File: src/rtl/bramPkg.sv
package bramPkg;

  // Geometry of one RAM cell
  localparam int bramBits  = 32;            // Bits per cell word
  localparam int bramBytes = bramBits / 8;  // Byte lanes per cell word

  // Port byte address
  localparam int addrBits = 32;

  // Byte address as seen on ports A and B
  typedef logic [addrBits-1:0] addrT;

  // One cell's data word
  typedef logic [bramBits-1:0] cellWordT;

  // One cell's byte write enables, bit n covers bits 8n+7..8n
  typedef logic [bramBytes-1:0] cellBeT;

endpackage

File: src/rtl/bramAddrDecode.sv
`timescale 1ns/1ps

module bramAddrDecode #(
  parameter int numParBrams  = 3,
  parameter int numSerBrams  = 4,
  parameter int wordsPerBram = 256
) (
  input  bramPkg::addrT addr,
  output logic [((numSerBrams > 1) ? $clog2(numSerBrams) : 1)-1:0] serIdx,
  output logic [((wordsPerBram > 1) ? $clog2(wordsPerBram) : 1)-1:0] wordIdx
);

  localparam int serBits  = (numSerBrams > 1) ? $clog2(numSerBrams) : 1;
  localparam int wordBits = (wordsPerBram > 1) ? $clog2(wordsPerBram) : 1;
  localparam int rowBits  = bramPkg::addrBits - 2;

  // Divisors at the width of the row arithmetic
  localparam logic [rowBits-1:0] parDiv  = rowBits'(numParBrams);
  localparam logic [rowBits-1:0] wordDiv = rowBits'(wordsPerBram);

  logic [rowBits-1:0] wordAddr;  // 32-bit word address
  logic [rowBits-1:0] rowIdx;    // Index of a full row of cells
  logic [rowBits-1:0] serFull;
  logic [rowBits-1:0] wordFull;

  assign wordAddr = addr[bramPkg::addrBits-1:2];  // Byte offset dropped
  assign rowIdx   = wordAddr / parDiv;

  // Stacked row and word inside each cell
  assign serFull  = rowIdx / wordDiv;
  assign wordFull = rowIdx % wordDiv;

  assign serIdx  = serFull[serBits-1:0];  // Range is checked outside the RTL
  assign wordIdx = wordFull[wordBits-1:0];

endmodule

File: config.mk
export PLATFORM = sky130hd
export DESIGN_NAME = bramAddrDecode
export DESIGN_NICKNAME = d
export VERILOG_FILES = /design/src/rtl/bramPkg.sv /design/src/rtl/bramAddrDecode.sv
export SDC_FILE = /design/constraint.sdc
export NUM_CORES = 1
export LEC_CHECK = 0
export ABC_AREA = 1
export BUFFER_PORTS_ARGS = -buffer_cell sky130_fd_sc_hd__buf_4
export CAP_MARGIN = 20
export CELL_PAD_IN_SITES_DETAIL_PLACEMENT = 1
export CELL_PAD_IN_SITES_GLOBAL_PLACEMENT = 1
export CORE_MARGIN = 4
export CORE_UTILIZATION = 34
export DETAILED_ROUTE_END_ITERATION = 16
export GPL_ROUTABILITY_DRIVEN = 0
export PLACE_DENSITY = 0.89
export SETUP_SLACK_MARGIN = 0.05
export SLEW_MARGIN = 20
export SYNTH_ARGS = -nofsm -noshare
export SYNTH_HDL_FRONTEND = slang
export SYNTH_SLANG_ARGS = --single-unit
export TNS_END_PERCENT = 5
File: constraint.sdc
create_clock -name vclk -period 7.85
set_input_delay 0.3925 -clock vclk [all_inputs]
set_output_delay 0.3925 -clock vclk [all_outputs]
set_load 0.02 [all_outputs]
# Yosys cells after proc, flatten, opt, wreduce, memory -nomap -nowiden
# Cells that the tools add are included.
# Widths: inputs -> output; s select.
# word_totals
register_bits	0
input_bits	32
out_inout_bits	10
wordCells	1
# op_classes
div_mod_pow	1
# ops
op	count
$div 30x2->30 const B	1

# Longest topological paths before layout
# depth
ltp_word	1
mapped_depth	79

# Worst setup path before layout
# No wires, ideal clock.
# synth_timing
kind	in2out
start	input addr[31]
end	output wordIdx[0] (netlist name)
t_arrival_ns	6.690
required_ns	7.457
path_slack_ns	0.768
cell_stages	65
n_path_buf	0
path_cell_list	inv_1 > nand2_1 > o21ai_1 > nand2_1 > o21ai_1 > nand2_1 > o21ai_1 > nand2_1 > o21ai_1 > nand2_1 > o21ai_1 > nand2_1 > o21ai_1 > nand2_1 > o21ai_1 > nand2_1 > o21ai_1 > nand2_1 > (+29 left out) > inv_2 > o21ai_2 > nand2_2 > o21ai_2 > nand2_2 > o21ai_2 > nand2_2 > o21ai_1 > nand2_2 > a21oi_1 > nor2_1 > ha_1 > a21oi_4 > nand2_2 > nand2_1 > nand2_1 > nor2_1 > nand3_1
# synth_via
elab_chain_cells	1
# synth_rtl
element	line	rtl
from (decl)	bramAddrDecode.sv:8	input bramPkg::addrT addr,
$div 30x2->30	bramAddrDecode.sv:27	assign rowIdx = wordAddr / parDiv;
to (decl)	bramAddrDecode.sv:10	output logic [((wordsPerBram > 1) ? $clog2(wordsPerBram) : 1)-1:0] wordIdx
# Every way passes these cells.

# Worst setup path in the final report
# layout_timing
start	input addr[30]
end	output wordIdx[0] (netlist name)
# The elaborated chain is that of the path after synthesis.

==> run summary <==
number of I/O pins: 42
Tmin final: 8450 ps
slowest cell delay on critical path: 200 ps
fmax: 118 MHz
Core Util, Final: 60.4%
worst slew pin tran: 253 ps
Yosys warnings: 0
commonest non-fill, non-tap cell in the layout: buf_4
hold buffer count at CTS: 0
final non-filler cell total: 385
via count: 2002
number of max-capacitance violations reported: 0
outcome: complete, but fails checks
largest net degree at the start of global routing: 7
Design Area, Final: 0.00224 mm^2
Syn Inst Count: 279
proportion of synthesized chip area in sequential cells: 0%
post-synth top area share: 26.1%
Routed WL per cell: 14.3 um
Worst Setup Start Kind: input port
fillers: 541
final antenna-violating net count: 0
Synth area leaders: nand2_1 (26%), inv_1 (14%), nand3_1 (13%)
syn_nets: 312
Synth cell types: 18
Final WS setup: -604 ps
layout cells sized above 1: 61.4%
Starting Density: 35.6%
Die H: 70.4 um
Post-DP Area: 0.00168 mm^2
clkbuf count: 0
crit path kind: in2out
pwr dens: 191 mW/mm^2
Synth area leader: nand2_1
RSZ-0062 raised after global routing: yes
Hold Violations, Final: 0
Critical Path Most Common Cell: nand2_2
grt total ovfl: 0
Avg Synthesized Cell Area: 4.74 um^2
Critical Path Sink Type: output pin
VDD IR max: 0.104 mV
Slew headroom: 83.1%
register area: 0 um^2
initial antenna violation count: 0
Core Area: 0.00372 mm^2
ANT cells: 0
Place WS: -335 ps
Post-Route WL: 5520 um
failing checks: negative setup slack
dpl hpwl: 3290 um
first-pass GRT wire length: 6870 um
Worst Hold Class: in2out
Worst EP required: 7460 ps
most frequent cells in the layout: buf_4 (57), nand2_2 (53), nand2_1 (49)
Setup-failing EPs final: 2
crit share post-route: 108%
seq_cells: 0
Syn Std Cell Area: 0.00132 mm^2
Final nets: 372
Leak: 1.23 nW
# rows: 22
Die ar.: 0.00495 mm^2
vias in the first global route: 1757
CP max-delay cell: o21ai_2
global-route usage over all layers: 15.6%
Crit Path Max Fanout: 6
placed insts: 367
Iter 0 DRT Violations: 42
Port Buffers: 40
first-pass iteration count of the detailed router: 4
DRC viols: 0
Syn-to-layout area delta: 69.6%
DIE WIDTH: 70.4 um
final max-slew violation count: 0
Vias/cell: 5.20
Worst EP arrival: 8060 ps
timing repair:
action	4_1_cts	5_1_grt
resized for setup	19	101
pin swaps	21	70
endpoints found under the setup margin	2	4
cloned	0	0
buffers inserted	4	14
layer usage:
metal	wire [um]	up-vias	global-route usage, %
met4	38	0	1.49
met5	0	-	0
met3	136	4	0.863
met2	3230	30	31.2
li1	-	1004	-
met1	2120	964	18.3
worst paths after layout:
path,endpoint,depth (start not counted),startpoint
max,wordIdx[0],69,addr[30]
min,wordIdx[6],4,addr[8]
layout make-up:
| type | count | area [um^2] | area share (%) |
|---|---|---|---|
| multi-input cells | 222 | 1530 | 68.2 |
| well taps | 48 | 60.1 | 2.68 |
| repair buffers | 58 | 439 | 19.6 |
| inverters | 57 | 214 | 9.54 |
cell families (layout without fill, tap and decap cells):
| kind of cell | after synthesis | in the layout | synth area share, % |
|---|---|---|---|
| compound gates | 55 | 55 | 26.1 |
| fa+ha+maj | 1 | 1 | 0.946 |
| buf+inv | 57 | 115 | 16.2 |
| simple gates | 166 | 166 | 56.8 |
report_power, final:
group | internal (mW) | leakage [nW] | switching [mW] | total (mW)
Sequential | 0 | 0 | 0 | 0
Combinational | 0.168 | 1.23 | 0.261 | 0.429
Clock | 0 | 0 | 0 | 0
Total | 0.168 | 1.23 | 0.261 | 0.429
through the flow:
step / power [mW] / TNS [ps] / hold slack (ps)
6_report: 0.429 / -1030 / 1140
5_1_grt: 0.466 / -3280 / 1170
4_1_cts: 0.312 / -208 / 1140
3_5_place_dp: 0.290 / -395 / 1140
3_3_place_gp: 0.278 / 0 / 1130
2_1_floorplan: 0.212 / 0 / 996
worst max-delay path: cells and delay by family:
family,cells,cell delay (ps)
compound gates,19,2960
simple gates,44,4040
fa+ha+maj,1,170
buf+inv,5,460
cell usage after synthesis:
cell	instances
nand2_1	92
inv_1	50
nand3_1	34
o21ai_1	21
nor2_1	15
a21oi_1	14
nand2_2	13
o21ai_2	9
inv_2	6
nand3_2	6
nor2_2	6
o21bai_1	4
o21ai_0	3
o21bai_2	2
a21oi_4	1
clkinv_1	1
ha_1	1
o211ai_1	1
Power figures use the tool's default switching activity.
